File: src/common/divPkg.sv
package divPkg;

    // Operand width, which also sets the number of iteration steps
    localparam int DATA_W = 32;
    localparam int SQN_W = 7;
    localparam int TAG_W = 6;

    // Partial remainder carries the dividend below and a sign bit on top
    localparam int REM_W = 2 * DATA_W + 1;
    localparam int CNT_W = $clog2(DATA_W);

    typedef logic [DATA_W-1:0] dataT;
    typedef logic [SQN_W-1:0] sqNT;
    typedef logic [TAG_W-1:0] tagT;
    typedef logic [REM_W-1:0] partRemT;
    typedef logic [CNT_W-1:0] stepCntT;

    typedef enum logic [1:0] {
        DIV,
        DIVU,
        REM,
        REMU
    } divOpT;

    typedef enum logic [1:0] {
        IDLE,
        ITER,
        FINISH
    } coreStateT;

    // Sequence numbers wrap, so age is the sign of the modular difference
    function automatic logic isYounger(input sqNT sqN, input sqNT branchSqN);
        logic signed [SQN_W-1:0] diff;
        diff = sqN - branchSqN;
        return diff > 0;
    endfunction

endpackage

File: src/source/divIssueSlot.sv
module divIssueSlot (
    input  logic            clk,
    input  logic            rst,
    input  logic            inValid,
    input  divPkg::divOpT   inOp,
    input  divPkg::dataT    inSrcA,
    input  divPkg::dataT    inSrcB,
    input  divPkg::sqNT     inSqN,
    input  divPkg::tagT     inTag,
    input  logic            branchTaken,
    input  divPkg::sqNT     branchSqN,
    input  logic            coreIdle,
    output logic            slotFull,
    output logic            startValid,
    output divPkg::divOpT   startOp,
    output divPkg::dataT    startSrcA,
    output divPkg::dataT    startSrcB,
    output divPkg::sqNT     startSqN,
    output divPkg::tagT     startTag
);
    import divPkg::*;

    logic heldKilled;
    logic inKilled;
    logic accept;

    // A flush removes the held op and blocks an arriving op younger than the branch
    assign heldKilled = branchTaken && isYounger(startSqN, branchSqN);
    assign inKilled   = branchTaken && isYounger(inSqN, branchSqN);

    // The slot only takes a new op while the whole unit is free
    assign accept = inValid && !slotFull && coreIdle && !inKilled;

    // Core captures the op on the same edge that empties the slot
    assign startValid = slotFull && coreIdle && !heldKilled;

    always_ff @(posedge clk) begin
        if (!rst) begin
            slotFull <= 1'b0;
        end else if (accept) begin
            slotFull <= 1'b1;
        end else if (startValid || heldKilled) begin
            slotFull <= 1'b0;
        end
    end

    always_ff @(posedge clk) begin
        if (accept) begin
            startOp   <= inOp;
            startSrcA <= inSrcA;
            startSrcB <= inSrcB;
            startSqN  <= inSqN;
            startTag  <= inTag;
        end
    end

endmodule

File: src/divider/divCore.sv
module divCore (
    input  logic            clk,
    input  logic            rst,
    input  logic            branchTaken,
    input  divPkg::sqNT     branchSqN,
    input  logic            startValid,
    input  divPkg::divOpT   startOp,
    input  divPkg::dataT    startSrcA,
    input  divPkg::dataT    startSrcB,
    input  divPkg::sqNT     startSqN,
    input  divPkg::tagT     startTag,
    output logic            coreIdle,
    output logic            doneValid,
    output divPkg::divOpT   doneOp,
    output divPkg::dataT    doneQuot,
    output divPkg::dataT    doneRem,
    output logic            doneNegQ,
    output logic            doneNegR,
    output logic            doneDivZero,
    output divPkg::dataT    doneDividend,
    output divPkg::sqNT     doneSqN,
    output divPkg::tagT     doneTag
);
    import divPkg::*;

    coreStateT state;
    stepCntT   stepCnt;
    partRemT   partRem;
    partRemT   shiftedDivisor;
    dataT      quotDigits;
    dataT      divisor;
    dataT      dividend;
    divOpT     op;
    sqNT       opSqN;
    tagT       opTag;
    logic      negQ;
    logic      negR;

    logic      signedOp;
    dataT      magA;
    dataT      magB;
    dataT      finQuot;
    dataT      finRem;
    logic      killed;

    assign signedOp = (startOp == DIV) || (startOp == REM);
    assign magA = (signedOp && startSrcA[DATA_W-1]) ? -startSrcA : startSrcA;
    assign magB = (signedOp && startSrcB[DATA_W-1]) ? -startSrcB : startSrcB;

    assign shiftedDivisor = {1'b0, divisor, {DATA_W{1'b0}}};

    // Digits are +1 where a bit is set and -1 where clear, so Q = P - N
    // A negative final remainder means the quotient overshot by one
    assign finQuot = (quotDigits - ~quotDigits) - DATA_W'(partRem[REM_W-1]);
    assign finRem  = partRem[REM_W-1] ? (partRem[REM_W-2:DATA_W] + divisor)
                                      : partRem[REM_W-2:DATA_W];

    assign killed   = branchTaken && isYounger(opSqN, branchSqN);
    assign coreIdle = (state == IDLE);

    always_ff @(posedge clk) begin
        if (!rst) begin
            state     <= IDLE;
            doneValid <= 1'b0;
        end else begin
            doneValid <= 1'b0;
            case (state)
                IDLE: begin
                    if (startValid) begin
                        state <= ITER;
                    end
                end
                ITER: begin
                    if (killed) begin
                        state <= IDLE;
                    end else if (stepCnt == '0) begin
                        state <= FINISH;
                    end
                end
                FINISH: begin
                    state     <= IDLE;
                    doneValid <= !killed;
                end
                default: state <= IDLE;
            endcase
        end
    end

    always_ff @(posedge clk) begin
        if (state == IDLE && startValid) begin
            stepCnt  <= stepCntT'(DATA_W - 1);
            partRem  <= {{(DATA_W + 1){1'b0}}, magA};
            divisor  <= magB;
            dividend <= startSrcA;
            op       <= startOp;
            opSqN    <= startSqN;
            opTag    <= startTag;
            negQ     <= signedOp && (startSrcA[DATA_W-1] ^ startSrcB[DATA_W-1]);
            negR     <= signedOp && startSrcA[DATA_W-1];
        end else if (state == ITER) begin
            // Subtract while the partial remainder is positive, add back otherwise
            if (!partRem[REM_W-1]) begin
                quotDigits[stepCnt] <= 1'b1;
                partRem <= {partRem[REM_W-2:0], 1'b0} - shiftedDivisor;
            end else begin
                quotDigits[stepCnt] <= 1'b0;
                partRem <= {partRem[REM_W-2:0], 1'b0} + shiftedDivisor;
            end
            stepCnt <= stepCnt - 1'b1;
        end
    end

    always_ff @(posedge clk) begin
        if (state == FINISH) begin
            doneQuot    <= finQuot;
            doneRem     <= finRem;
            doneDivZero <= (divisor == '0);
        end
    end

    // These hold from start until the next start, which is after the done strobe
    assign doneOp       = op;
    assign doneNegQ     = negQ;
    assign doneNegR     = negR;
    assign doneDividend = dividend;
    assign doneSqN      = opSqN;
    assign doneTag      = opTag;

endmodule

File: src/source/divWriteback.sv
module divWriteback (
    input  logic            clk,
    input  logic            rst,
    input  logic            doneValid,
    input  divPkg::divOpT   doneOp,
    input  divPkg::dataT    doneQuot,
    input  divPkg::dataT    doneRem,
    input  logic            doneNegQ,
    input  logic            doneNegR,
    input  logic            doneDivZero,
    input  divPkg::dataT    doneDividend,
    input  divPkg::sqNT     doneSqN,
    input  divPkg::tagT     doneTag,
    output logic            outValid,
    output divPkg::dataT    outResult,
    output divPkg::sqNT     outSqN,
    output divPkg::tagT     outTag
);
    import divPkg::*;

    logic isRem;
    dataT result;

    assign isRem = (doneOp == REM) || (doneOp == REMU);

    always_comb begin
        if (doneDivZero) begin
            // A zero divisor gives a quotient of all ones and returns the dividend as remainder
            result = isRem ? doneDividend : '1;
        end else if (isRem) begin
            result = doneNegR ? -doneRem : doneRem;
        end else begin
            result = doneNegQ ? -doneQuot : doneQuot;
        end
    end

    always_ff @(posedge clk) begin
        if (!rst) begin
            outValid <= 1'b0;
        end else begin
            outValid <= doneValid;
        end
    end

    always_ff @(posedge clk) begin
        if (doneValid) begin
            outResult <= result;
            outSqN    <= doneSqN;
            outTag    <= doneTag;
        end
    end

endmodule

File: src/source/divUnit.sv
module divUnit (
    input  logic            clk,
    input  logic            rst,
    input  logic            inValid,
    input  divPkg::divOpT   inOp,
    input  divPkg::dataT    inSrcA,
    input  divPkg::dataT    inSrcB,
    input  divPkg::sqNT     inSqN,
    input  divPkg::tagT     inTag,
    input  logic            branchTaken,
    input  divPkg::sqNT     branchSqN,
    output logic            busy,
    output logic            outValid,
    output divPkg::dataT    outResult,
    output divPkg::sqNT     outSqN,
    output divPkg::tagT     outTag
);
    import divPkg::*;

    logic  slotFull;
    logic  coreIdle;

    logic  startValid;
    divOpT startOp;
    dataT  startSrcA;
    dataT  startSrcB;
    sqNT   startSqN;
    tagT   startTag;

    logic  doneValid;
    divOpT doneOp;
    dataT  doneQuot;
    dataT  doneRem;
    logic  doneNegQ;
    logic  doneNegR;
    logic  doneDivZero;
    dataT  doneDividend;
    sqNT   doneSqN;
    tagT   doneTag;

    // Upstream must hold off while an op sits in the slot or the divider
    assign busy = slotFull || !coreIdle;

    divIssueSlot slot0 (
        .clk        (clk),
        .rst        (rst),
        .inValid    (inValid),
        .inOp       (inOp),
        .inSrcA     (inSrcA),
        .inSrcB     (inSrcB),
        .inSqN      (inSqN),
        .inTag      (inTag),
        .branchTaken(branchTaken),
        .branchSqN  (branchSqN),
        .coreIdle   (coreIdle),
        .slotFull   (slotFull),
        .startValid (startValid),
        .startOp    (startOp),
        .startSrcA  (startSrcA),
        .startSrcB  (startSrcB),
        .startSqN   (startSqN),
        .startTag   (startTag)
    );

    divCore core0 (
        .clk         (clk),
        .rst         (rst),
        .branchTaken (branchTaken),
        .branchSqN   (branchSqN),
        .startValid  (startValid),
        .startOp     (startOp),
        .startSrcA   (startSrcA),
        .startSrcB   (startSrcB),
        .startSqN    (startSqN),
        .startTag    (startTag),
        .coreIdle    (coreIdle),
        .doneValid   (doneValid),
        .doneOp      (doneOp),
        .doneQuot    (doneQuot),
        .doneRem     (doneRem),
        .doneNegQ    (doneNegQ),
        .doneNegR    (doneNegR),
        .doneDivZero (doneDivZero),
        .doneDividend(doneDividend),
        .doneSqN     (doneSqN),
        .doneTag     (doneTag)
    );

    divWriteback wb0 (
        .clk         (clk),
        .rst         (rst),
        .doneValid   (doneValid),
        .doneOp      (doneOp),
        .doneQuot    (doneQuot),
        .doneRem     (doneRem),
        .doneNegQ    (doneNegQ),
        .doneNegR    (doneNegR),
        .doneDivZero (doneDivZero),
        .doneDividend(doneDividend),
        .doneSqN     (doneSqN),
        .doneTag     (doneTag),
        .outValid    (outValid),
        .outResult   (outResult),
        .outSqN      (outSqN),
        .outTag      (outTag)
    );

endmodule

File: config.mk
export PLATFORM = sky130hd
export DESIGN_NAME = divUnit
export DESIGN_NICKNAME = d
export VERILOG_FILES = /design/src/common/divPkg.sv /design/src/source/divIssueSlot.sv /design/src/divider/divCore.sv /design/src/source/divWriteback.sv /design/src/source/divUnit.sv
export SDC_FILE = /design/constraint.sdc
export NUM_CORES = 1
export LEC_CHECK = 0
export ABC_AREA = 1
export BUFFER_PORTS_ARGS = -buffer_cell sky130_fd_sc_hd__buf_4
export CAP_MARGIN = 20
export CORE_MARGIN = 1
export CORE_UTILIZATION = 40
export CTS_CLUSTER_SIZE = 14
export DETAILED_ROUTE_END_ITERATION = 10
export HOLD_SLACK_MARGIN = 0.06
export PLACE_DENSITY = 0.61
export SYNTH_ARGS = -nofsm -noshare
export SYNTH_HDL_FRONTEND = slang
export SYNTH_SLANG_ARGS = --single-unit
File: constraint.sdc
create_clock -name clk -period 3.6 [get_ports clk]
set_input_delay 0.36 -clock clk [delete_from_list [all_inputs] [get_ports clk]]
set_output_delay 0.36 -clock clk [all_outputs]
set_load 0.05 [all_outputs]
# Yosys cells after proc, flatten, opt, wreduce, memory -nomap -nowiden
# Index checks and enable logic that the tools add are counted.
# word_totals
out_inout_bits	47
mem_bits_ro	0
ram_bits	0
latchBits	0
reg_bits	377
mem_count	0
# op_classes
multipliers	0
n_mux	20
magnitude_cmp	5
shifts	0
n_eq_ne	7
bitwise	6
n_addsub	13
n_div	0
reduce_logical	31
# ops
cell	count
32-bit 2-to-1 mux	11
32-bit negator	4
65-bit by 64-bit adder with 65-bit output	1
65-bit 2-to-1 mux	1
65-bit by 64-bit subtractor with 65-bit output	1
32-bit NOT	2
32-bit adder	1
32-bit AND	1
32-bit logical NOT	1
32-bit bitwise OR	1
32-bit by 1-bit subtractor with 32-bit output	1
32-bit subtractor	1
7-bit by 1-bit greater-than comparator with 1-bit output, second input constant	3
7-bit subtractor	3
1-bit logical AND	13
2-bit == test, second input constant	4
5-bit by 6-bit < comparator with 1-bit output, second input constant	1
2-bit 2-to-1 mux	3
2-bit AND reduction	3
1-bit demux with 5-bit select	1
5-bit by 1-bit greater-or-equal comparator with 1-bit output, second input constant	1
1-bit logical NOT	5
5-bit logical NOT	1
5-bit by 1-bit subtractor with 5-bit output, second input constant	1
other kinds (10)	17

# Longest topological paths before layout
# depth
ltp_word	8
mapped_depth	26
ltp_nobuf	26

# Modules after synthesis
# A second synthesis with hierarchy kept.
# hier_totals
cells_unflattened	2994
area_unflattened_um2	23699.0
# modules_own_cells
mod	cells_per_inst	area_per_inst_um2	seq_area_each_um2	n_inst
divCore	2136	16453.3	7096.8	1
divWriteback	654	4167.7	1371.3	1
divIssueSlot	202	3070.4	2392.3	1
divUnit	2	7.5	0.0	1

# Worst setup path after synthesis
# OpenSTA, ideal clock, no wires.
# synth_path
kind	input to register
start	input port inSqN[0]
end	register slot0.startOp[0], enable pin
stages	12
slack_ns	0.069
setup_time_ns	0.433
t_arrival_ns	3.098
required_time_ns	3.167
cell_sequence	inv_1 > ha_1 > fa_1 > inv_1 > nand3_1 > nand3_1 > nand4_1 > a21oi_1 > nand2_1 > nand2_1 > nand2_1 > inv_1
# synth_between
elab_chain_cells	5
# synth_lines
item	line_no	source
start, declared	divUnit.sv:8	input divPkg::sqNT inSqN,
7-bit subtractor	divPkg.sv:34	diff = sqN - branchSqN;
7-bit by 1-bit greater-than comparator with 1-bit output	divPkg.sv:35	return diff > 0;
1-bit logical AND	divIssueSlot.sv:29	assign inKilled = branchTaken && isYounger(inSqN, branchSqN);
1-bit logical NOT	divIssueSlot.sv:32	assign accept = inValid && !slotFull && coreIdle && !inKilled;
1-bit logical AND	divIssueSlot.sv:32	
net slot0.accept	divIssueSlot.sv:25	logic accept;
end signal, assigned	divIssueSlot.sv:49	startOp <= inOp;
end, declared	divIssueSlot.sv:15	output divPkg::divOpT startOp,
# The timed path passes the listed nets, and every way through them passes these cells.
# A chain may end at the register's enable or synchronous reset.

# Final worst setup path
# layout_path
start	register core0.divisor[1]
end	register core0.partRem[64]
# layout_between
elab_chain_cells	2
# layout_lines
item	line_no	source
start, declared	divCore.sv:31	dataT divisor;
start signal, assigned	divCore.sv:93	divisor <= magB;
65-bit by 64-bit subtractor with 65-bit output or 65-bit by 64-bit adder with 65-bit output (tied branches)	divCore.sv:104, divCore.sv:107	
65-bit 2-to-1 mux (*)	divCore.sv:102	if (!partRem[REM_W-1]) begin
end signal, assigned	divCore.sv:92	partRem <= {{(DATA_W + 1){1'b0}}, magA};
end signal, assigned	divCore.sv:104	partRem <= {partRem[REM_W-2:0], 1'b0} - shiftedDivisor;
end signal, assigned	divCore.sv:107	partRem <= {partRem[REM_W-2:0], 1'b0} + shiftedDivisor;
end, declared	divCore.sv:28	partRemT partRem;
# Mark *: on every way between the ends. The rest lies on a longest branch, timed or not.

==> results.md <==
- Status: completed
- Hpwl dp: 52,400 microns
- Setup violation total in the final timing report: 0
- Arrival time at the worst endpoint: 3.78 ns
- All-Layer GR Usage: 23.5%
- Main synth FF type: edfxtp_1
- Metal2 WL: 32,400 microns
- Worst-path cell chain: inv_2 -> ha_1 -> nand2_1 -> nor2_2 -> nand2_1 -> nor2_2 -> nand2_1 -> nor2_2 -> nand3_2 -> nand2_1 -> xor2_2 -> ha_4 -> nand2_1 -> inv_1 -> nand2_1 -> inv_1 -> nand2_1 -> inv_1 -> a21oi_1 -> nand2_1 -> nand2_1 -> nand2_1 -> nor2_1 -> nor2_1
- WS Path Type: reg2reg
- Critical Path Max Stage Delay: 0.44 ns
- Post-synth top area cell: edfxtp_1
- Synthesized area: 0.0228 sq mm
- Power Density: 634 mW/mm^2
- Worst Setup Start Kind: flop
- Dominant cells by area after synthesis: edfxtp_1, nand2_1, nor2_1, inv_1, ha_1
- Data required, critical path: 4.05 ns
- Wire per inst: 17.7 microns
- H-Tree Depth: 2
- Commonest cells after routing, fill and taps aside: nand2_1, nor2_1, edfxtp_1, inv_1, nand3_1
- Share of layout cells above drive strength 1: 9.35%
- Sw Share: 39.9%
- Final GP Congestion: 0.937
- Final #Nets: 3,249
- Die Span X: 241 microns
- Gate Count Post-Synth: 2,854
- Final Slew Violations: 0
- Clock transition at the registers of the reported paths: 0.06 ns
- Die H: 241 microns
- Distinct cell type count after synthesis: 47
- First-pass GRT wire length: 104,000 microns
- Clock power share: 26.1%
- Crit. End Element: flop
- R2R setup slack: 0.28 ns
- IO buf count: 136
- Die area: 0.0579 sq mm
- Worst slew pin tran: 1.09 ns
- Post-Place Cell Area: 0.0247 sq mm
- VDD IR max: 0.395 mV
- Worst path slowest cell: edfxtp_1
- Synth top area share: 43.7%
- Pleak: 11.6 nW
- Final setup TNS: 0 ns
- Initial Utilization: 40.4%
- Final period util: 92.3%
- Worst Path Max Fanout: 5
- Placed insts: 3,690
- DRC: 0
- Crit path time final: 3.32 ns
- CTS tree: done
- Initial antenna violation count: 0
- Worst min path class: in2reg
- Top cell by count, worst path: nand2_1
- Reg power frac: 34.0%
- Vias per inst: 5.16
- P_int: 10.3 mW
- Most common cell after layout, fill and taps aside: nand2_1
- Initial DRC Count: 1,497
- Met3 wire len: 3410 microns
- Layout Cells excl Fill: 3,848
- # rows: 87
- Fraction of registers with async set/reset: 0%
- Number of global-route vias before repair: 18.9k
- Slew headroom: 27.2%
- Num CTS Buffers: 42
- Register area share after synthesis: 47.5%
- WL met1: 30,500 microns
- Layout area overhead: 18.6%
- Max Cap Viol: 0
- Diodes inserted: 0
- Synthesized net count: 3,043
- Final Hold Fails: 0
- Flop and latch count out of synthesis: 375
- Final ANT Viol Nets: 0
- Max Freq: 301 MHz
- Top layer used by detailed routing: met4
- Largest net degree at the start of global routing: 64
- Avg Inst Size Synth: 7.99 sq um
- Yosys warning count: 0
- Clock tree buffer depth: 3
- Logic gate share of total power: 39.9%
- Switching power: 6.85 mW
- Vias: 19.9k
- CTS Sinks: 375
- Total gr overflow: 0
- Clock Skew: 0.0551 ns
- Design Power: 17.2 mW
- Number of flops mapped to enable cells by yosys: 332
- # IOs: 137
- Worst-Skew Late Latency: 0.61 ns
- Root Buffer: clkbuf_16
- Detailed Routing Iterations Pass 1: 6
- RSZ-0062 raised after global routing: true
- Drt total wl: 68,200 microns
- Core area: 0.0564 sq mm
- Final cell area excluding filler cells: 0.0270 sq mm
worst paths after layout:
| kind | startpoint | cells after the start | to |
|---|---|---|---|
| worst min register to register | flop | 0 | core0.doneQuot[15] |
| worst max register to register | core0.divisor[1] | 24 | core0.partRem[64] |
| worst min-delay path | inValid | 5 | slot0.slotFull |
| worst max-delay path | core0.divisor[1] | 24 | core0.partRem[64] |
worst max-delay path, delay by kind of cell (launching register included):
| family | cells | cell delay (ns) |
|---|---|---|
| compound gates | 1 | 0.14 |
| simple gates | 16 | 1.73 |
| xor+xnor | 1 | 0.21 |
| fa+ha+maj | 2 | 0.41 |
| flops | 1 | 0.44 |
| buf+inv | 4 | 0.26 |
through the flow:
stage	worst slack, ns	utilization [%]	hold WS [ns]
floorplan	0.0690	-	0.400
CTS	0.0691	47.7	0.152
finish	0.277	48.0	0.177
detailed placement	0.116	43.8	0.405
global route	0.000767	48.0	0.187
global placement	0.181	43.8	0.401
cells in the mapped netlist, types with 24 or more instances:
| cell type | count |
|---|---|
| o21ai_1 | 24 |
| dfxtp_1 | 43 |
| nand4_1 | 30 |
| nand3_1 | 207 |
| o21ai_0 | 143 |
| inv_1 | 316 |
| nor2_1 | 391 |
| nand2_1 | 785 |
| ha_1 | 94 |
| nor3_1 | 33 |
| clkbuf_1 | 59 |
| edfxtp_1 | 332 |
| xnor2_1 | 42 |
| xor2_1 | 72 |
| a21oi_1 | 132 |
layer usage:
layer | up-vias | track usage [%]
met4 | 0 | 7.80
met3 | 109 | 2.69
met2 | 596 | 39.4
met1 | 9289 | 31.6
li1 | 9860 | -
met5 | - | 0
power by group through the flow:
stage	clock [mW]	sequential, mW	combinational (mW)
floorplan	0	5.64	4.72
global placement	0	5.89	6.52
detailed placement	0	5.90	6.54
CTS	4.58	5.81	6.64
global route	4.74	5.87	7.70
finish	4.47	5.83	6.84
logic make-up (layout without fill, tap and decap cells):
family / count (synthesis) / after routing / synth area share [%]
simple gates: 1493 / 1493 / 26.9
buf+inv: 406 / 644 / 6.92
flops: 375 / 375 / 47.5
compound gates: 366 / 366 / 8.67
xor+xnor: 114 / 114 / 4.38
fa+ha+maj: 99 / 99 / 5.60
mux: 1 / 1 / 0.0439
final cells by class:
class / count / area, sq um
Clock buffer: 53 / 1090
Clock inverter: 23 / 330
Fill cell: 5496 / 29300
Inverter: 320 / 1200
Multi-Input combinational cell: 2073 / 10500
Sequential cell: 375 / 10800
Tap cell: 756 / 946
Timing Repair Buffer: 248 / 2110
state kept, by name, indices dropped and copies added (netlist names), 2 cells and up, named ones only:
| signal | cells |
|---|---|
| core0.divisor | 32 |
| core0.doneDividend | 32 |
| core0.doneQuot | 32 |
| core0.doneRem | 32 |
| core0.doneSqN | 7 |
| core0.doneTag | 6 |
| core0.partRem | 65 |
| core0.state | 2 |
| core0.stepCnt | 5 |
| slot0.startOp | 2 |
| slot0.startSqN | 7 |
| slot0.startSrcA | 32 |
| slot0.startSrcB | 32 |
| slot0.startTag | 6 |
| wb0.outResult | 32 |
| wb0.outSqN | 7 |
| wb0.outTag | 6 |
repair_timing:
action                                 CTS  global route
endpoints found under the hold margin   84             0
gates resized for setup                  0            35
hold buffers                            80             0
setup endpoints to repair                0            13
buffers inserted                         0             2
Note: power is estimated with default switching activity, not from simulation.
